`config.mk`:
```
export PLATFORM = sky130hd
export DESIGN_NAME = icache_ctrl
export DESIGN_NICKNAME = d
export VERILOG_FILES = /design/src/verilog/fetch_pkg.sv /design/src/verilog/icache_ctrl.sv
export SDC_FILE = /design/constraint.sdc
export NUM_CORES = 1
export LEC_CHECK = 0
export BUFFER_PORTS_ARGS = -buffer_cell sky130_fd_sc_hd__buf_4
export CAP_MARGIN = 20
export CORE_AREA = 3 3 103 105
export DETAILED_ROUTE_END_ITERATION = 12
export DIE_AREA = 0 0 106 108
export GPL_TIMING_DRIVEN = 1
export MAX_ROUTING_LAYER = met4
export SYNTH_ARGS = -nofsm -noshare
export SYNTH_HDL_FRONTEND = slang
export SYNTH_SLANG_ARGS = --single-unit
export TNS_END_PERCENT = 1
```
`constraint.sdc`:
```
create_clock -name i_clock -period 2.44 [get_ports i_clock]
set_input_delay 0.366 -clock i_clock [delete_from_list [all_inputs] [get_ports i_clock]]
set_output_delay 0.366 -clock i_clock [all_outputs]
set_load 0.02 [all_outputs]
```
`src/verilog/fetch_pkg.sv`:
```
`default_nettype none

package fetch_pkg;

	// data and address width of the fetch path.
	localparam int WORD_BITS = 32;

	// cache controller states.
	typedef enum logic [1:0] {
		IDLE,
		LOOKUP,
		STREAM,
		REFILL
	} icache_state_e;

	// wishbone read master states.
	typedef enum logic {
		BUS_IDLE,
		BUS_WAIT
	} wb_state_e;

endpackage

`default_nettype wire

```
`src/verilog/icache_ctrl.sv`:
```
`default_nettype none

module icache_ctrl #(
	parameter int INDEX_BITS = 8
) (
	input wire i_clock,
	input wire i_rst,

	// sequencer side.
	input wire [fetch_pkg::WORD_BITS-1:0] i_pc,
	output logic o_word_taken,

	// consumer side.
	input wire i_stall,
	output logic [fetch_pkg::WORD_BITS-1:0] o_instr,
	output logic [fetch_pkg::WORD_BITS-1:0] o_instr_pc,
	output logic o_instr_valid,

	// cache ram.
	output logic [INDEX_BITS-1:0] o_ram_address,
	output logic o_ram_write,
	output logic [2*fetch_pkg::WORD_BITS-1:0] o_ram_wdata,
	input wire [2*fetch_pkg::WORD_BITS-1:0] i_ram_rdata,
	input wire i_ram_initialized,

	// bus master.
	output logic o_bus_request,
	input wire i_bus_ready,
	input wire [fetch_pkg::WORD_BITS-1:0] i_bus_rdata
);

	localparam int W = fetch_pkg::WORD_BITS;

	fetch_pkg::icache_state_e state;
	fetch_pkg::icache_state_e next_state;

	logic [W-1:0] next_pc;
	logic [W-1:0] pc_tag;
	logic tag_hit;

	assign next_pc = i_pc + 4;
	assign pc_tag = {i_pc[W-1:2], 2'b01}; // marker bit keeps zeroed lines from hitting.
	assign tag_hit = i_ram_rdata[W-1:0] == pc_tag;

	assign o_instr_pc = i_pc;
	assign o_word_taken = o_instr_valid; // delivery and pc step are one event.

	always_ff @(posedge i_clock) begin
		if (i_rst) begin
			state <= fetch_pkg::IDLE;
		end else begin
			state <= next_state;
		end
	end

	always_comb begin
		next_state = state;
		o_instr_valid = 1'b0;
		o_instr = i_ram_rdata[2*W-1:W];
		o_ram_address = i_pc[INDEX_BITS+1:2];
		o_ram_write = 1'b0;
		o_ram_wdata = {i_bus_rdata, pc_tag};
		o_bus_request = 1'b0;

		case (state)
			fetch_pkg::IDLE: begin
				if (!i_stall) begin
					if (i_ram_initialized) begin
						next_state = fetch_pkg::LOOKUP;
					end else begin
						// cache still sweeping, go straight to memory.
						o_bus_request = 1'b1;
						next_state = fetch_pkg::REFILL;
					end
				end
			end

			fetch_pkg::LOOKUP: begin
				if (!i_stall) begin
					if (tag_hit) begin
						o_instr_valid = 1'b1;
						o_ram_address = next_pc[INDEX_BITS+1:2];
						next_state = fetch_pkg::STREAM;
					end else begin
						o_bus_request = 1'b1;
						next_state = fetch_pkg::REFILL;
					end
				end
			end

			fetch_pkg::STREAM: begin
				if (!i_stall) begin
					if (tag_hit) begin
						o_instr_valid = 1'b1;
						o_ram_address = next_pc[INDEX_BITS+1:2]; // read ahead.
					end else begin
						// lookahead missed or pc was redirected, re-read at pc.
						next_state = fetch_pkg::LOOKUP;
					end
				end
			end

			fetch_pkg::REFILL: begin
				if (i_bus_ready) begin
					o_ram_write = 1'b1;
					o_instr = i_bus_rdata;
					o_instr_valid = !i_stall; // stalled words come back later as hits.
					next_state = fetch_pkg::IDLE;
				end else begin
					o_bus_request = 1'b1;
				end
			end

			default: begin
				next_state = fetch_pkg::IDLE;
			end
		endcase
	end

endmodule

`default_nettype wire

```
==> run_summary.xml <==
<?xml version="1.0" encoding="UTF-8"?>
<metrics>
  <group name="setup_path">
    <metric name="ff2ff_setup_slack" unit="ps">630</metric>
    <metric name="startpoint_type_of_the_worst_setup_path" unit="">flip-flop</metric>
    <metric name="worst_reg2reg_path_startpoint" unit="">state[0]$_SDFFE_PP0P_</metric>
    <metric name="worstReg2RegEnd" unit="">state[0]$_SDFFE_PP0P_</metric>
    <metric name="critPathArrivalTime" unit="ps">2040</metric>
    <metric name="critical_path.max_fanout" unit="">3</metric>
    <metric name="worst-r2r-cell-count" unit="">8</metric>
    <metric name="critical_path_required" unit="ps">2070</metric>
    <metric name="timing_worst_setup_path_type" unit="">flip-flop to output pin</metric>
    <metric name="critical_path.endpoint_type" unit="">output pin</metric>
  </group>
  <group name="status">
    <metric name="outcome" unit="">finished, final reports clean</metric>
  </group>
  <group name="min_path">
    <metric name="hold_start" unit="">i_rst</metric>
    <metric name="min_path_cells" unit="">2</metric>
    <metric name="whs_endpoint" unit="">state[1]$_SDFFE_PP0P_</metric>
    <metric name="holdCritPathClass" unit="">input pin to flip-flop</metric>
  </group>
  <group name="run">
    <metric name="timing.max_cap.violations" unit="">0</metric>
  </group>
  <group name="floorplan">
    <metric name="fp-row-count" unit="">36</metric>
    <metric name="design.die.area" unit="um^2">11400</metric>
    <metric name="ios" unit="">273</metric>
    <metric name="starting_utilization_of_the_core_area" unit="%">19.4</metric>
    <metric name="die_w" unit="um">106</metric>
    <metric name="die_h" unit="um">108</metric>
    <metric name="core-area" unit="um^2">9730</metric>
  </group>
  <group name="clock_tree">
    <metric name="tritoncts_num_sinks" unit="">2</metric>
    <metric name="ctsHoldBuffers" unit="">0</metric>
    <metric name="cts_buffer_depth" unit="">2</metric>
    <metric name="numCtsBuffers" unit="">3</metric>
    <metric name="clk_pin_slew_worst_paths" unit="ps">30</metric>
    <metric name="root_buffer" unit="">clkbuf_8</metric>
    <metric name="worst_skew_pair.late_latency" unit="ps">210</metric>
    <metric name="cts_tree" unit="">done</metric>
    <metric name="ctsHtreeMaxLevel" unit="">1</metric>
  </group>
  <group name="final_layout">
    <metric name="antenna_cells" unit="">0</metric>
    <metric name="biggestRegsByFlops" unit="">state (2)</metric>
    <metric name="area_growth" unit="%">96.8</metric>
    <metric name="largest_reg_flops" unit="">2</metric>
    <metric name="layout-drive-gt1-share" unit="%">81.7</metric>
    <metric name="post-route-cell-area" unit="um^2">3720</metric>
    <metric name="largest_register" unit="">state</metric>
    <metric name="design.final.nets" unit="">568</metric>
  </group>
  <group name="placed_design">
    <metric name="dp_worst_setup_slack" unit="ps">-282</metric>
    <metric name="gp_routability_congestion" unit="">0.757</metric>
    <metric name="place_area" unit="um^2">3530</metric>
    <metric name="io_buffers" unit="">266</metric>
    <metric name="hpwlAfterDp" unit="mm">6.91</metric>
  </group>
  <group name="yosys">
    <metric name="syn-mean-instance-area" unit="um^2">8.18</metric>
    <metric name="number_of_synthesized_register_bits" unit="">2</metric>
    <metric name="synthesis.nets" unit="">371</metric>
    <metric name="share_of_synthesized_area_spent_on_multiplexers" unit="%">19.7</metric>
    <metric name="synth.area.top_cells" unit="">buf_4 (39%), mux2_2 (20%), xnor2_1 (15%)</metric>
    <metric name="synth-simple-area-share" unit="%">10.8</metric>
    <metric name="mappedNetlistArea" unit="um^2">1890</metric>
    <metric name="post-synth-top-area-cell" unit="">buf_4</metric>
    <metric name="main_combinational_cell_family_by_area_after_synthesis" unit="">buffers and inverters</metric>
    <metric name="ys_async_sr_fraction" unit="%">0</metric>
    <metric name="ys_dominant_reg_cell" unit="">dfxtp_1</metric>
    <metric name="synth_cell_type_count" unit="">32</metric>
    <metric name="post_synth_inst_count" unit="">231</metric>
    <metric name="synth.yosys.warnings" unit="">0</metric>
    <metric name="synthAdderAreaFrac" unit="%">4.64</metric>
    <metric name="synth-edff-count" unit="">0</metric>
    <metric name="share_of_the_synthesized_area_in_the_top_cell_type" unit="%">38.5</metric>
    <metric name="post_synth_xor_area_fraction" unit="%">17.5</metric>
    <metric name="synth_sequential_area_ratio" unit="%">2.12</metric>
    <metric name="synth_compound_area_share" unit="%">4.70</metric>
  </group>
  <group name="timing">
    <metric name="final-max-slew-violation-count" unit="">0</metric>
    <metric name="report.final.hold_viol_count" unit="">0</metric>
    <metric name="clock-skew-final" unit="ps">2.49</metric>
    <metric name="finalWorstPathRequiredPeriod" unit="ps">2410</metric>
    <metric name="clock.fmax" unit="MHz">415</metric>
    <metric name="unrepaired_setup_endpoints_after_global_routing" unit="">true</metric>
    <metric name="setup_ws" unit="ps">32.9</metric>
    <metric name="setup-violations-final" unit="">0</metric>
    <metric name="fin_crit_sh" unit="%">98.7</metric>
  </group>
  <group name="power">
    <metric name="design_power_total" unit="uW">1340</metric>
    <metric name="cellPowerDensity" unit="nW/um^2">361</metric>
    <metric name="max-vdd-ir-drop" unit="V">0.000177</metric>
    <metric name="leakagePower" unit="uW">0.00189</metric>
  </group>
  <group name="grt">
    <metric name="globalRouteMet1Util" unit="%">13.9</metric>
    <metric name="grt-ovfl-total" unit="">0</metric>
    <metric name="number_of_global_route_vias_before_repair" unit="">2108</metric>
    <metric name="antenna_found_initial" unit="">0</metric>
    <metric name="groute.layer.met3.usage" unit="%">1.73</metric>
    <metric name="grt_most_used_layer" unit="">met2</metric>
    <metric name="grt_util_all_layers" unit="%">11.6</metric>
    <metric name="globalRouteMet2Util" unit="%">21.1</metric>
    <metric name="grt_start_max_net_pins" unit="">34</metric>
    <metric name="wire_length_of_the_first_global_routing_pass" unit="mm">10.6</metric>
  </group>
  <group name="drt">
    <metric name="routed_wirelength" unit="mm">7.60</metric>
    <metric name="first_iter_violations" unit="">66</metric>
    <metric name="post_drt_via_cell_ratio" unit="">3.89</metric>
    <metric name="routed-via-count" unit="">2172</metric>
    <metric name="detail_route.first_pass.iterations" unit="">4</metric>
    <metric name="post-route-drc-count" unit="">0</metric>
    <metric name="antenna_left" unit="">0</metric>
    <metric name="wire_length_per_cell" unit="um">13.6</metric>
  </group>
</metrics>
## report_power, final
part	internal (uW)	switching [uW]	leakage, uW
clock network	105	29.1	0.0000216
logic	585	561	0.00185
registers	50.2	11.0	0.0000166
## synth_stat cells, drive strengths merged, types with 2 or more instances
cell type,number
buf,97
xnor2,34
mux2,33
ha,7
nand4,7
nand2,6
nand3,5
clkbuf,4
inv,4
nor2,4
a21oi,3
nor4,3
xor2,3
and2,2
conb,2
dfxtp,2
nor2b,2
nor3,2
o31ai,2
## how the worst max path moves through the flow
stage	from	end	slack, ps	depth (start not counted)
global route	i_pc[16]	o_ram_address[6]	-120	9
floorplan	i_pc[10]	o_ram_address[7]	70	6
CTS	i_pc[12]	o_instr_valid	-30	11
detailed placement	i_pc[15]	o_ram_address[7]	-280	8
global placement	i_pc[15]	o_ram_address[7]	-230	8
finish	state[0]$_SDFFE_PP0P_	o_ram_address[7]	30	7
## logic make-up (layout without fill, tap and decap cells)
kind of cell    count (synthesis)  count (layout)
fa+ha+maj                       7               7
xor+xnor                       37              37
mux                            33              33
simple gates                   33              33
compound gates                 12              12
flops                           2               2
buf+inv                       105             300
other cells                     2               2
## per-layer routing
layer / routed length, um / vias to the layer above
met5: 0 / -
met2: 4060 / 131
met3: 664 / 6
met4: 41 / 0
met1: 2830 / 970
li1: - / 1065
## critical path, cell delays in order, from the launching register on
cell and delay [ps]:
dfxtp_1 350, inv_1 70, ha_1 310, nor2b_2 240
nand3_2 110, or4_4 440, xnor2_2 140, buf_4 160
## through the flow
stage	utilization (%)	hold slack, ps	TNS [ps]	std cells
floorplan	-	469	0	231
global placement	36.3	551	-685	556
detailed placement	36.3	565	-1150	556
CTS	37.2	380	-94.8	560
global route	38.2	402	-610	559
finish	38.2	384	0	559
## timing repair
item,4_1_cts,5_1_grt
pin swaps,6,11
buffers inserted,1,0
resized for setup,6,20
endpoints found under the setup margin,10,9
## cells in the final DEF (no fill, tap or decap), types with 3 or more instances in the layout
cell	netlist	routed
mux2_2	33	33
nand3_1	4	3
xor2_1	3	3
nor2_1	4	4
nand4_1	7	7
inv_1	4	4
buf_6	0	7
clkbuf_8	0	3
xnor2_1	33	26
nor4_4	1	3
xnor2_2	1	7
nand2_1	6	6
buf_4	97	284
ha_1	7	7
## area by class of cell
type	instances	area [um^2]
Fill cell	999	6010
Inverter	4	15.0
Tap cell	133	166
Multi-Input combinational cell	124	1210
Clock buffer	3	41.3
Sequential cell	2	40.0
Timing Repair Buffer	293	2250
No activity file was read; power rests on OpenSTA's default activity.
