$ cat src/verilog/fetch_pkg.sv
`default_nettype none

package fetch_pkg;

	// data and address width of the fetch path.
	localparam int WORD_BITS = 32;

	// cache controller states.
	typedef enum logic [1:0] {
		IDLE,
		LOOKUP,
		STREAM,
		REFILL
	} icache_state_e;

	// wishbone read master states.
	typedef enum logic {
		BUS_IDLE,
		BUS_WAIT
	} wb_state_e;

endpackage

`default_nettype wire

$ cat src/verilog/fetch_pc_gen.sv
`default_nettype none

module fetch_pc_gen (
	input wire i_clock,
	input wire i_rst,

	input wire i_redirect,
	input wire [fetch_pkg::WORD_BITS-1:0] i_redirect_pc,

	input wire i_word_taken,
	output logic [fetch_pkg::WORD_BITS-1:0] o_pc
);

	localparam logic [fetch_pkg::WORD_BITS-1:0] BOOT_PC = '0;

	logic redirect_pending;
	logic [fetch_pkg::WORD_BITS-1:0] redirect_target;

	// pending redirect, newest target wins.
	always_ff @(posedge i_clock) begin
		if (i_rst) begin
			redirect_pending <= 1'b0;
		end else if (i_word_taken) begin
			redirect_pending <= 1'b0; // consumed or applied right now.
		end else if (i_redirect) begin
			redirect_pending <= 1'b1;
		end
	end

	always_ff @(posedge i_clock) begin
		if (i_redirect) begin
			redirect_target <= i_redirect_pc;
		end
	end

	// pc only moves once the word at pc was delivered.
	always_ff @(posedge i_clock) begin
		if (i_rst) begin
			o_pc <= BOOT_PC;
		end else if (i_word_taken) begin
			if (i_redirect) begin
				o_pc <= i_redirect_pc; // same-cycle redirect beats an older one.
			end else if (redirect_pending) begin
				o_pc <= redirect_target;
			end else begin
				o_pc <= o_pc + 4;
			end
		end
	end

endmodule

`default_nettype wire

$ cat config.mk
export PLATFORM = sky130hd
export DESIGN_NAME = fetch_pc_gen
export DESIGN_NICKNAME = d
export VERILOG_FILES = /design/src/verilog/fetch_pkg.sv /design/src/verilog/fetch_pc_gen.sv
export SDC_FILE = /design/constraint.sdc
export NUM_CORES = 1
export LEC_CHECK = 0
export CORE_ASPECT_RATIO = 0.9
export CORE_UTILIZATION = 50
export DETAILED_ROUTE_END_ITERATION = 12
export DONT_BUFFER_PORTS = 1
export GPL_ROUTABILITY_DRIVEN = 0
export PLACE_DENSITY_LB_ADDON = 0.3
export SYNTH_ARGS = -nofsm -noshare
export SYNTH_HDL_FRONTEND = slang
export SYNTH_SLANG_ARGS = --single-unit
$ cat constraint.sdc
create_clock -name i_clock -period 2 [get_ports i_clock]
set_input_delay 0.2 -clock i_clock [delete_from_list [all_inputs] [get_ports i_clock]]
set_output_delay 0.2 -clock i_clock [all_outputs]
set_load 0.005 [all_outputs]
==> results.toml, run 1 <==
[worst_setup_path]
regToRegSetupSlack_ns = 0.11
r2r.worst_path.cells = 6
cp_slowest_stage_delay_ns = 0.41
required_ns = 2.25
worstSetupPathType = "reg2reg"
crit_buf_inv = 0
start_kind = "register"
cp-end-kind = "register"
crit_slowest_cell = "dfxtp_1"
crit_fanout = 7
cp.arrival_ns = 2.15
path_cells = "ha_1, nand4_4, or2_1, o31ai_1, a31oi_1, o21a_1"
crit_family = "compound AO/OA/AOI/OAI gates"
cp.depth = 6

[sta]
final-hold-violation-count = 0
slew_viol_final = 0
timing.fmax_mhz = 528
final.setup.tns_ns = 0
fin_crit_ns = 1.89
clock_skew_ns = 0.00938
maxSlewHeadroom_pct = 25.1
fin_ws_ns = 0.105
finalSetupViolations = 0
fin_crit_sh_pct = 94.7
fin_hold_ws_ns = 0.0154
worstMarginPinSlew_ns = 1.12
rsz0062_at_grt = "false"

[power]
p_int_mw = 2.44
p_switching_mw = 0.734
switching_share_pct = 23.2
combPwrFrac_pct = 11.0
p_leak_nw = 1.46
sequentialPowerShare_pct = 49.2
peakVddDrop_mv = 0.535
p_clk_share_pct = 39.8
power_mw = 3.17
p_per_area_nw_per_um2 = 764

[global_route]
grt.overflow.total = 0
grt_max_degree = 41
grt.total_usage_pct = 28.0
grt_pass1_wl_um = 14700
antenna_found_initial = 0
grt_pass1_vias = 2946

[cts]
cts_root_buf = "clkbuf_8"
clk_latency_ns = 0.36
cts_tree = "done"
cts_buffer_depth = 2
cts_buffers = 9
clkSinkCount = 65
htreeDepth = 3
clkTransAtPathRegs_ns = 0.07

[synthesis]
netlist.area_leader.share_pct = 28.9
synth_cells = 345
synth_top_cells_by_area = "edfxtp_1, dfxtp_1, a22oi_1"
synth_edf_count = 32
async_reset_ff_share_pct = 0
synth_seq_cells = 65
avgSynthCellArea_um2 = 9.63
synth_top_area_cell = "edfxtp_1"
ys_seq_area_share_pct = 48.8
syn_area_um2 = 3320
synth_ff_type = "dfxtp_1"
syn_nets = 382
synth_warnings = 0
synth_cell_type_count = 60

[drt]
vias = 3094
wl_um = 9230
antenna_left = 0
drtPass1Iterations = 6
drc = 0
via_per_inst = 6.35
wire_per_inst_um = 19.0
drt_iter0_drc = 231

[cells_and_area]
area_growth_pct = 24.9
multi_input_area_um2 = 1580
fillers = 519
final_common_cell = "dlygate4sd3_1"
final_core_util_pct = 66.4
ff_latch_area_um2 = 1620
nNetsFinal = 432
postLayoutCellArea_um2 = 4150
stdcell_count = 487
diodes = 0
drive_above_1_share_pct = 15.8
layout_common_cells = "dlygate4sd3_1, dfxtp_1, edfxtp_1"

[place]
port_buffers = 0
placed_cell_area_um2 = 3540
placed_cells = 436
dp.final_hpwl_um = 5650
dpl_worst_slack_ns = 0.0188

[floorplan]
num_io_pins = 68
die_h_um = 79.3
dieArea_um2 = 6970
die_x_um = 87.9
rows = 27
design.core.area_um2 = 6250
start_util_pct = 53.1

[hold_path]
hp-class = "in2reg"
whs_path_depth = 2

[run_status]
status = "completed"

[flow_run]
drv_cap = 0
==> power groups by stage <==
stage | Combinational [mW] | Sequential [mW] | Clock [mW]
2_1_floorplan | 0.198 | 1.58 | 0
3_3_place_gp | 0.251 | 1.59 | 0
3_5_place_dp | 0.257 | 1.59 | 0
4_1_cts | 0.343 | 1.56 | 1.28
5_1_grt | 0.380 | 1.57 | 1.33
6_report | 0.348 | 1.56 | 1.26
==> what timing repair did <==
item,4_1_cts,5_1_grt
endpoints found under the hold margin,90,0
hold buffers,35,0
setup endpoints to repair,1,10
buffers inserted,0,0
pin swaps,0,1
resized for setup,1,3
==> layer usage <==
layer	global-route usage [%]	vias to the layer above	share of wire (%)
met4	11.0	0	2.0
met5	0	-	0
met2	43.3	164	47
met1	36.0	1469	42
met3	9.25	25	9.6
li1	-	1436	-
==> cell usage after synthesis (3+ instances only) <==
cell      number
a22o_1         5
nor4_1         5
nand2_1       24
buf_1          4
mux2i_1        5
o21bai_1       3
nor2b_1        3
o41ai_1        4
dfxtp_1       33
nor3_1        10
or3_1          4
o21ai_0       21
edfxtp_1      32
o22ai_1        3
a311oi_1       4
a22oi_1       21
a211oi_1       5
nand4_2        3
nor2_1        31
a31oi_1        5
nand4_1        8
nand3_1       11
clkbuf_1      16
a21oi_1       24
buf_2          4
inv_1         10
o31ai_1        4
==> worst reg2reg max path, delay by kind of cell (launching register included) <==
| kind | cells | cell delay [ns] |
|---|---|---|
| compound gates | 3 | 0.59 |
| fa+ha+maj | 1 | 0.28 |
| flops | 1 | 0.41 |
| simple gates | 2 | 0.50 |
==> sequential cells by signal, summed over array words and instances, names as in the netlist <==
name,count
redirect_target,32
o_pc,32
redirect_pending,1
==> final timing paths <==
kind | startpoint | endpoint
hold / removal | i_word_taken | o_pc[4]
setup / recovery | o_pc[3] | o_pc[22]
setup reg to reg | o_pc[3] | o_pc[22]
hold reg to reg | o_pc[24] | o_pc[24]
==> kinds of logic (layout without fill, tap and decap cells) <==
logic type               after synthesis  count (layout)  share of synthesized area (%)
multiplexers                           7               7                           2.19
AO/OA/AOI/OAI                        118             118                           24.6
flip-flops                            65              65                           48.8
buffers and inverters                 36              91                           4.45
AND/OR/NAND/NOR                      118             118                           19.5
adder cells (fa/ha/maj)                1               1                          0.377
==> area by class of cell <==
cell class / instances / area share [%]
sequential: 65 / 39.1
clock inverter: 3 / 1.57
inverter: 11 / 0.995
clock buffer: 13 / 3.83
timing repair buffer: 64 / 13.9
multi-input combinational: 244 / 38.0
tap: 87 / 2.62
Power figures use the tool's default switching activity.
==> inputs of run 2 (changes only) <==
--- a/config.mk
+++ b/config.mk
@@ -9,7 +9,7 @@
 export CORE_UTILIZATION = 50
 export DETAILED_ROUTE_END_ITERATION = 12
 export DONT_BUFFER_PORTS = 1
-export GPL_ROUTABILITY_DRIVEN = 0
+export GPL_ROUTABILITY_DRIVEN = 1
 export PLACE_DENSITY_LB_ADDON = 0.3
 export SYNTH_ARGS = -nofsm -noshare
 export SYNTH_HDL_FRONTEND = slang
==> constraint.sdc (replaced) <==
create_clock -name i_clock -period 1.7 [get_ports i_clock]
set_input_delay 0.17 -clock i_clock [delete_from_list [all_inputs] [get_ports i_clock]]
set_output_delay 0.17 -clock i_clock [all_outputs]
set_load 0.005 [all_outputs]
==> run 2 against run 1 <==
The flow now finishes with violations (hold timing). Count of clock-buffer cells in the layout down 3. Critical path type unchanged. Sequential power grew 17%. Via count is 7.9% higher.
==> results.toml, run 2 (synthesis gave the netlist of run 1 again) <==
[sta]
finalSetupViolations = 0
final-hold-violation-count = 4
maxSlewHeadroom_pct = 56.4
worstMarginPinSlew_ns = 0.652
rsz0062_at_grt = "true"
timing.fmax_mhz = 593
final.setup.tns_ns = 0
slew_viol_final = 0
fin_hold_ws_ns = -0.0114
fin_crit_ns = 1.69
fin_crit_sh_pct = 99.1
clock_skew_ns = 0.00863
fin_ws_ns = 0.0147

[cells_and_area]
diodes = 0
stdcell_count = 514
layout_common_cells = "buf_4, dlygate4sd3_1, edfxtp_1"
fillers = 455
area_growth_pct = 33.5
final_common_cell = "buf_4"
nNetsFinal = 459
ff_latch_area_um2 = 1640
largest_registers = "o_pc x32, redirect_target x32, redirect_pending x1"
multi_input_area_um2 = 1650
drive_above_1_share_pct = 25.5

[drt]
wire_per_inst_um = 20.7
vias = 3338
wl_um = 10600
via_per_inst = 6.49
drt_iter0_drc = 317
drc = 0
antenna_left = 0
drtPass1Iterations = 5

[worst_setup_path]
required_ns = 1.99
cp.arrival_ns = 1.98
crit_slowest_cell = "nor4_4"
crit_path_start = "o_pc[7]"
start_kind = "register"
r2r_start = "o_pc[7]"
worstSetupPathType = "reg2reg"
cp-end-kind = "register"
r2r_end = "o_pc[28]"
cp_slowest_stage_delay_ns = 0.44
path_cells = "buf_4, nand4_1, nor4_4, nand4_1, mux2_4, nor2_2"
crit_top_cell = "nand4_1"
r2r.worst_path.cells = 6
regToRegSetupSlack_ns = 0.01
crit_fanout = 3

[place]
gp_congestion = 0.888
dp.final_hpwl_um = 6150
placed_cells = 459
dpl_worst_slack_ns = -0.0256
port_buffers = 0

[floorplan]
dieArea_um2 = 6970
die_h_um = 79.3
num_io_pins = 68
start_util_pct = 53.1
design.core.area_um2 = 6250
rows = 27
die_x_um = 87.9

[power]
peakVddDrop_mv = 0.613
p_leak_nw = 1.63
power_mw = 3.52
p_per_area_nw_per_um2 = 794

[global_route]
grt_max_degree = 53
grt.total_usage_pct = 29.7
grt.overflow.total = 0
antenna_found_initial = 0
grt_pass1_wl_um = 15500
grt_pass1_vias = 3138

[cts]
cts_tree = "done"
cts_root_buf = "clkbuf_8"
cts_buffer_depth = 2
clkSinkCount = 65
htreeDepth = 3
cts_buffers = 9
post_cts.repair.setup_buffers = 0
clkTransAtPathRegs_ns = 0.08
clk_latency_ns = 0.36

[run_status]
violations = "hold timing"
status = "complete, but fails checks"

[flow_run]
drv_cap = 0

[hold_path]
hp-class = "in2reg"
whs_path_depth = 2
hold_path_startpoint = "i_word_taken"
whs_endpoint = "o_pc[12]"
-- run 2: cell type report --
type / instances / area share (%)
clock buffer: 10 / 3.10
clock inverter: 6 / 0.959
inverter: 11 / 0.931
multi-input combinational: 244 / 37.3
sequential: 65 / 36.9
tap: 87 / 2.45
timing repair buffer: 91 / 18.3
-- run 2: what timing repair did --
| action | CTS | global route |
|---|---|---|
| resized for setup | 4 | 30 |
| setup endpoints to repair | 4 | 17 |
| hold buffers | 38 | 2 |
| endpoints found under the hold margin | 93 | 12 |
| pin swaps | 0 | 9 |
-- run 2: worst max path at each step --
stage                           to  slack [ns]  depth (start not counted)
after floorplan           o_pc[16]      -0.003                          6
after global routing      o_pc[28]       -0.02                          6
after CTS                 o_pc[19]      0.0001                          6
final                     o_pc[28]        0.01                          6
after global placement    o_pc[19]        0.01                          6
after detailed placement  o_pc[11]       -0.03                          5
-- run 2: report_power, final --
group	internal, mW	switching (mW)
Sequential	1.76	0.0725
Combinational	0.238	0.243
Clock	0.570	0.641
Total	2.57	0.956
-- run 2: worst max-delay path: cells and delay by family, from the launching register on --
family / cells / cell delay [ns]
buf+inv: 1 / 0.11
simple gates: 4 / 0.84
mux: 1 / 0.33
flops: 1 / 0.34
-- run 2: per-layer routing --
| metal | vias up | part of all wire (%) | GRT usage [%] |
|---|---|---|---|
| li1 | 1489 | - | - |
| met1 | 1603 | 40 | 37.5 |
| met2 | 209 | 46 | 45.7 |
| met3 | 37 | 11 | 11.0 |
| met4 | 0 | 3.3 | 12.1 |
| met5 | - | 0 | 0 |
-- run 2: stage by stage --
stage	instance area (um^2)	hold slack (ns)	utilization, %
detailed placement	3720	0.246	59.5
finish	4430	-0.0114	71.0
floorplan	3330	0.269	-
global route	4430	0.00717	71.0
global placement	3720	0.244	59.5
CTS	4310	-0.0990	69.0
