--- config.mk ---
export PLATFORM = sky130hd
export DESIGN_NAME = wb_fetch_master
export DESIGN_NICKNAME = d
export VERILOG_FILES = /design/src/verilog/fetch_pkg.sv /design/src/verilog/wb_fetch_master.sv
export SDC_FILE = /design/constraint.sdc
export NUM_CORES = 1
export LEC_CHECK = 0
export BUFFER_PORTS_ARGS = -buffer_cell sky130_fd_sc_hd__clkbuf_2
export CAP_MARGIN = 40
export CORE_ASPECT_RATIO = 1.75
export CORE_MARGIN = 8
export CORE_UTILIZATION = 38
export CTS_BUF_LIST = sky130_fd_sc_hd__clkbuf_4 sky130_fd_sc_hd__clkbuf_8
export DETAILED_ROUTE_END_ITERATION = 8
export PLACE_DENSITY = 0.81
export SLEW_MARGIN = 30
export SYNTH_ARGS = -nofsm -noshare
export SYNTH_HDL_FRONTEND = slang
export SYNTH_SLANG_ARGS = --single-unit
export TNS_END_PERCENT = 5
--- constraint.sdc ---
create_clock -name i_clock -period 2.4 [get_ports i_clock]
set_clock_uncertainty 0.1 [all_clocks]
set_input_delay 0.12 -clock i_clock [delete_from_list [all_inputs] [get_ports i_clock]]
set_output_delay 0.12 -clock i_clock [all_outputs]
set_load 0.1 [all_outputs]
--- src/verilog/fetch_pkg.sv ---
`default_nettype none

package fetch_pkg;

	// data and address width of the fetch path.
	localparam int WORD_BITS = 32;

	// cache controller states.
	typedef enum logic [1:0] {
		IDLE,
		LOOKUP,
		STREAM,
		REFILL
	} icache_state_e;

	// wishbone read master states.
	typedef enum logic {
		BUS_IDLE,
		BUS_WAIT
	} wb_state_e;

endpackage

`default_nettype wire

--- src/verilog/wb_fetch_master.sv ---
`default_nettype none

module wb_fetch_master (
	input wire i_clock,
	input wire i_rst,

	input wire i_bus_request,
	input wire [fetch_pkg::WORD_BITS-1:0] i_bus_address,
	output logic o_bus_ready,
	output logic [fetch_pkg::WORD_BITS-1:0] o_bus_rdata,

	output logic o_wb_cyc,
	output logic o_wb_stb,
	output logic o_wb_we,
	output logic [fetch_pkg::WORD_BITS-1:0] o_wb_adr,
	output logic [fetch_pkg::WORD_BITS/8-1:0] o_wb_sel,
	input wire [fetch_pkg::WORD_BITS-1:0] i_wb_dat,
	input wire i_wb_ack
);

	fetch_pkg::wb_state_e state;

	// classic single read, cyc and stb move together.
	assign o_wb_cyc = state == fetch_pkg::BUS_WAIT;
	assign o_wb_stb = state == fetch_pkg::BUS_WAIT;
	assign o_wb_we = 1'b0;
	assign o_wb_sel = '1; // full word reads only.

	always_ff @(posedge i_clock) begin
		if (i_rst) begin
			state <= fetch_pkg::BUS_IDLE;
			o_bus_ready <= 1'b0;
		end else begin
			o_bus_ready <= 1'b0;
			case (state)
				fetch_pkg::BUS_IDLE: begin
					if (i_bus_request) begin
						state <= fetch_pkg::BUS_WAIT;
					end
				end
				fetch_pkg::BUS_WAIT: begin
					if (i_wb_ack) begin
						o_bus_ready <= 1'b1;
						state <= fetch_pkg::BUS_IDLE;
					end
				end
				default: state <= fetch_pkg::BUS_IDLE;
			endcase
		end
	end

	// address and data registers.
	always_ff @(posedge i_clock) begin
		if (state == fetch_pkg::BUS_IDLE && i_bus_request) begin
			o_wb_adr <= i_bus_address; // held until ack.
		end
		if (state == fetch_pkg::BUS_WAIT && i_wb_ack) begin
			o_bus_rdata <= i_wb_dat;
		end
	end

endmodule

`default_nettype wire

==> run_results.csv, run 1 <==
group,metric,value,unit
yosys,ys_seq_area_frac,0.956,
clock_tree,numCtsBuffers,9,
floorplan,rows,35,
run_status,status,"complete, no violations",
sta,whs,0.372,ns
clock_tree,ctsLongestPathBuffers,2,
worst_setup_path,start_kind,"flop",
pwr,power_density,798,mW/mm2
run,timing.max_cap.violations,0,
floorplan,fp.dieW,71.6,um
placed_design,gp_congestion,0.726,
detailed_routing,drtIter0Drc,90,
floorplan,io_pins,140,
detailed_routing,drtPass1Iterations,4,
yosys,netlist.area_leader.share,0.937,
pwr,clkPwrFrac,0.314,
placed_design,hpwl,4.20,mm
yosys,synth.ff_latch_count,66,
yosys,synthTopCellsByArea,"edfxtp_1 (94%), buf_4 (2.2%), dfxtp_1 (2.0%)",
yosys,synth.most_common_cell,"edfxtp_1",
worst_setup_path,crit_fanout,5,
detailed_routing,postRouteWirelength,7.22,mm
clock_tree,cts_tree,"done",
floorplan,core,0.00526,mm2
clock_tree,cts_sinks,66,
yosys,avgSynthCellArea,26.0,um2
finish,fillers,346,
finish,drive_above_1_share,0.520,
pwr,p_seq_frac,0.464,
worst_setup_path,path_delay_family,"buffers and inverters",
sta,rsz0062_at_grt,"false",
worst_setup_path,critPathRequiredTime,2.18,ns
floorplan,initial_utilization,0.390,
pwr,p_int,1.95,mW
floorplan,die_h,113,um
global_routing,grt_pass1_vias,1915,
clock_tree,clk_pin_slew,0.08,ns
sta,fmax,693,MHz
placed_design,numPortBuffers,134,
worst_setup_path,timing_worst_setup_path_type,"reg -> out",
clock_tree,cts_setup_buffers,0,
pwr,swShare,0.328,
yosys,synth_edf_count,64,
worst_setup_path,critical_path_buf_inv_count,1,
clock_tree,cts_root_buffer,"clkbuf_8",
pwr,comb_power_share,0.221,
clock_tree,cts-htree-levels,3,
global_routing,grt_usage,0.181,
pwr,p_leak,1.59,nW
floorplan,die_area,0.00810,mm2
sta,tightest_slew,0.569,ns
sta,max-slew-margin-rel,0.622,
yosys,synthArstFlopShare,0,
detailed_routing,vias,1589,
yosys,yosysWarnings,0,
sta,hold_viol_final,0,
sta,finalCriticalPeriod,1.44,ns
global_routing,grt_max_degree,34,
hold_path,hold_path.class,"in -> reg",
sta,setup_violations,0,
yosys,synth_commonest_cells,"edfxtp_1 (64), buf_4 (6), conb_1 (2), dfxtp_1 (2), nor2b_1 (2)",
global_routing,antenna_found_initial,1,
yosys,synth_area,0.00205,mm2
worst_setup_path,cp_slowest_stage_delay,0.49,ns
sta,post-route-period-util,0.601,
detailed_routing,drc,0,
pwr,power,2.90,mW
global_routing,gr-total-overflow,0,
worst_setup_path,worst_path_max_delay_cell,"clkbuf_2",
yosys,synthFlopType,"edfxtp_1",
detailed_routing,wl_per_cell,20.6,um
finish,nets,357,
worst_setup_path,arrival,1.22,ns
pwr,vdd_drop_max,0.713,mV
yosys,yosysUniqueCellTypes,8,
sta,fin_setup_tns,0,ns
sta,slew_violations,0,
clock_tree,cts_resized,0,
finish,area_growth,77.0,%
worst_setup_path,setup.worst_path.end_class,"output port",
detailed_routing,ant_nets,0,
yosys,synth_top_area_cell,"edfxtp_1",
yosys,synth_cells,79,
detailed_routing,viasPerCell,4.54,
global_routing,grt_pass1_wl,10.8,mm
clock_tree,clk_latency,0.33,ns
pwr,p_sw,951,uW
worst_setup_path,crit_path_cell_trace,"clkbuf_2",
## path summary, 6_finish.rpt
path,to,start,slack [ns],depth (start not counted)
worst max-delay path,o_wb_stb,o_wb_cyc,0.96,1
worst max register to register,o_bus_rdata[26],o_wb_cyc,1.02,2
worst min-delay path,o_wb_adr[15],i_bus_request,0.37,3
worst min register to register,o_wb_cyc,o_wb_cyc,0.63,2
## power by group through the flow
stage	Sequential, mW	Clock, mW	Combinational, mW
after floorplan	1.74	0	0.0722
after detailed placement	1.37	0	0.546
after global placement	1.37	0	0.542
final	1.35	0.911	0.642
after global routing	1.35	0.980	0.660
after CTS	1.34	0.913	0.632
## per-layer routing
| metal | GRT usage | vias up | part of all wire |
|---|---|---|---|
| met5 | 0 | - | 0 |
| met4 | 0.100 | 0 | 0.027 |
| met3 | 0.105 | 14 | 0.13 |
| met2 | 0.299 | 130 | 0.51 |
| met1 | 0.170 | 730 | 0.34 |
| li1 | - | 715 | - |
## through the flow
| step | utilization | cells | cell area, um2 | worst slack (ns) |
|---|---|---|---|---|
| 2_1_floorplan | - | 82 | 2070 | -0.0126 |
| 3_3_place_gp | 0.528 | 267 | 2780 | 1.07 |
| 3_5_place_dp | 0.528 | 267 | 2780 | 1.04 |
| 4_1_cts | 0.691 | 349 | 3630 | 0.944 |
| 5_1_grt | 0.691 | 350 | 3630 | 0.900 |
| 6_report | 0.691 | 350 | 3630 | 0.958 |
## layout make-up
| cell class | count | area [um2] | area share |
|---|---|---|---|
| clock inverters | 7 | 70.1 | 0.0193 |
| repair buffers | 202 | 1350 | 0.371 |
| diodes | 1 | 2.50 | 0.000689 |
| clock buffers | 9 | 124 | 0.0341 |
| flip-flops and latches | 66 | 1960 | 0.540 |
| well taps | 55 | 68.8 | 0.0189 |
| multi-input cells | 10 | 58.8 | 0.0162 |
## what timing repair did
action                                  4_1_cts  5_1_grt
endpoints found under the hold margin        66        0
hold buffers                                 66        0
endpoints found under the setup margin        0        0
## registers in the layout (all words and copies together) (netlist names)
| signal | flops |
|---|---|
| o_wb_cyc | 1 |
| o_bus_rdata | 32 |
| o_wb_adr | 32 |
| o_bus_ready | 1 |
## cell families after synthesis
group | Yosys count | synth area share
flops | 66 | 0.956
buf+inv | 6 | 0.0219
simple gates | 4 | 0.0134
other cells | 2 | 0.00366
compound gates | 1 | 0.00488
## placed cells by master, fill, tap and decap left out, drive strengths merged
cell type and n:
clkbuf 143, buf 2, clkinv 3, o21ba 1
conb 5, nor2b 3, edfxtp 64, dlygate4sd3 66
dfxtp 2, clkinvlp 3, and2 1, bufinv 1
diode 1
Note: power is estimated with default switching activity, not from simulation.
==> run 2, diff against run 1 <==
--- a/config.mk
+++ b/config.mk
@@ -12,7 +12,7 @@
 export CORE_UTILIZATION = 38
 export CTS_BUF_LIST = sky130_fd_sc_hd__clkbuf_4 sky130_fd_sc_hd__clkbuf_8
 export DETAILED_ROUTE_END_ITERATION = 8
-export PLACE_DENSITY = 0.81
+export PLACE_DENSITY = 0.78
 export SLEW_MARGIN = 30
 export SYNTH_ARGS = -nofsm -noshare
 export SYNTH_HDL_FRONTEND = slang
==> constraint.sdc (replaced) <==
create_clock -name i_clock -period 1.4 [get_ports i_clock]
set_clock_uncertainty 0.1 [all_clocks]
set_input_delay 0.07 -clock i_clock [delete_from_list [all_inputs] [get_ports i_clock]]
set_output_delay 0.07 -clock i_clock [all_outputs]
set_load 0.1 [all_outputs]
==> run_results.csv, run 2 (synthesis results as in run 1) <==
group,metric,value,unit
floorplan,initial_utilization,0.390,
pwr,p_leak,1.61,nW
placed_design,numPortBuffers,134,
finish,finish.instance_area,0.00365,mm2
worst_setup_path,r2r_cells,2,
floorplan,die_h,113,um
clock_tree,clk_latency,0.33,ns
global_routing,grt_usage,0.167,
sta,hold_viol_final,0,
worst_setup_path,critical_path_buf_inv_count,1,
worst_setup_path,arrival,1.17,ns
run_status,status,"complete, no violations",
placed_design,gp_congestion,0.716,
sta,max-slew-margin-rel,0.623,
detailed_routing,vias,1543,
clock_tree,cts-htree-levels,3,
finish,nets,358,
floorplan,die_area,0.00810,mm2
sta,worst_slack,0.0571,ns
finish,drive_above_1_share,0.529,
floorplan,rows,35,
sta,slew_violations,0,
detailed_routing,drtIter0Drc,84,
sta,fmax,745,MHz
sta,post-route-period-util,0.959,
finish,final_common_cell,"clkbuf_2",
sta,rsz0062_at_grt,"false",
clock_tree,clk_pin_slew,0.07,ns
global_routing,grt_pass1_vias,1860,
detailed_routing,postRouteWirelength,6.34,mm
placed_design,dpl_cell_area,0.00282,mm2
finish,layout_common_cells,"clkbuf_2 (132), dlygate4sd3_1 (66), edfxtp_1 (64)",
sta,setup_violations,0,
hold_path,hold_depth,3,
global_routing,grt_pass1_wl,9.94,mm
sta,finalCriticalPeriod,1.34,ns
pwr,vdd_drop_max,0.851,mV
placed_design,dpl_worst_slack,0.237,ns
detailed_routing,wl_per_cell,18.1,um
worst_setup_path,start_kind,"flop",
pwr,power,4.75,mW
worst_setup_path,cp_slowest_stage_delay,0.46,ns
global_routing,use_met3,0.132,
global_routing,busiest_layer,"met2",
detailed_routing,drc,0,
clock_tree,cts_tree,"done",
worst_setup_path,critPathRequiredTime,1.23,ns
worst_setup_path,worst-path-stages,1,
detailed_routing,drtPass1Iterations,4,
placed_design,hpwl,4.11,mm
worst_setup_path,worst_path_max_delay_cell,"clkbuf_2",
global_routing,grt_use_met2,0.270,
global_routing,grt_max_degree,34,
floorplan,fp.dieW,71.6,um
sta,tightest_slew,0.568,ns
global_routing,antenna_found_initial,0,
run,timing.max_cap.violations,0,
clock_tree,cts_resized,0,
global_routing,met1_usage,0.149,
floorplan,core,0.00526,mm2
clock_tree,cts_setup_buffers,0,
clock_tree,cts_root_buffer,"clkbuf_8",
clock_tree,ctsLongestPathBuffers,2,
clock_tree,cts_sinks,66,
clock_tree,ctsHoldBuffers,66,
global_routing,gr-total-overflow,0,
clock_tree,numCtsBuffers,9,
worst_setup_path,timing_worst_setup_path_type,"reg -> out",
worst_setup_path,crit_fanout,5,
finish,area_growth,77.9,%
floorplan,io_pins,140,
detailed_routing,ant_nets,0,
worst_setup_path,setup.worst_path.end_class,"output port",
finish,n_antenna_cell,0,
detailed_routing,viasPerCell,4.41,
pwr,power_density,1300,mW/mm2
worst_setup_path,crit_path_cell_trace,"clkbuf_2",
finish,largestRegisters,"o_bus_rdata x32, o_wb_adr x32",
hold_path,hold_path.class,"in -> reg",
worst_setup_path,path_delay_family,"buffers and inverters",
run 2: cell count changes in the layout (fill, tap and decap cells not counted), sizes merged:
cell and delta:
buf +3, clkinvlp -3, bufinv -1, clkbuf +1
clkinv +1, diode -1
run 2: where the power goes:
group / total [mW] / internal [mW] / switching, mW
Combinational: 1.11 / 0.263 / 0.847
Clock: 1.33 / 0.686 / 0.643
Sequential: 2.31 / 2.28 / 0.0295
Total: 4.75 / 3.23 / 1.52
run 2: final cells by class:
| type | count | area (um2) |
|---|---|---|
| clock buffer | 12 | 146 |
| clock inverter | 4 | 18.8 |
| tap | 55 | 68.8 |
| timing repair buffer | 203 | 1380 |
| fill | 339 | 1610 |
| sequential | 66 | 1970 |
| multi-input combinational | 10 | 66.3 |
run 2: through the flow:
step / instances / hold slack [ns] / util / setup TNS [ns]
finish: 350 / 0.181 / 0.695 / 0
global route: 350 / 0.170 / 0.695 / 0
CTS: 350 / 0.162 / 0.695 / 0
detailed placement: 268 / 0.149 / 0.537 / 0
global placement: 268 / 0.147 / 0.537 / 0
floorplan: 82 / 0.0358 / - / -3.21
run 2: path summary, 6_finish.rpt:
check / end / from / slack, ns
worst max-delay path: o_wb_cyc / o_wb_cyc / 0.06
worst min-delay path: o_wb_adr[22] / i_bus_request / 0.18
worst max register to register: o_bus_rdata[10] / o_wb_cyc / 0.23
worst min register to register: o_wb_cyc / o_wb_cyc / 0.57
run 2: worst register-to-register path, cell delays in order (launching register included):
cell	delay (ns)
dfxtp_4	0.38
and2_4	0.21
buf_12	0.18
run 2: metal layers:
| metal | up-vias | wire (um) | share of wire |
|---|---|---|---|
| met5 | - | 0 | 0 |
| met4 | 0 | 110 | 0.017 |
| met3 | 10 | 1020 | 0.16 |
| met2 | 117 | 3120 | 0.49 |
| met1 | 699 | 2090 | 0.33 |
| li1 | 717 | - | - |
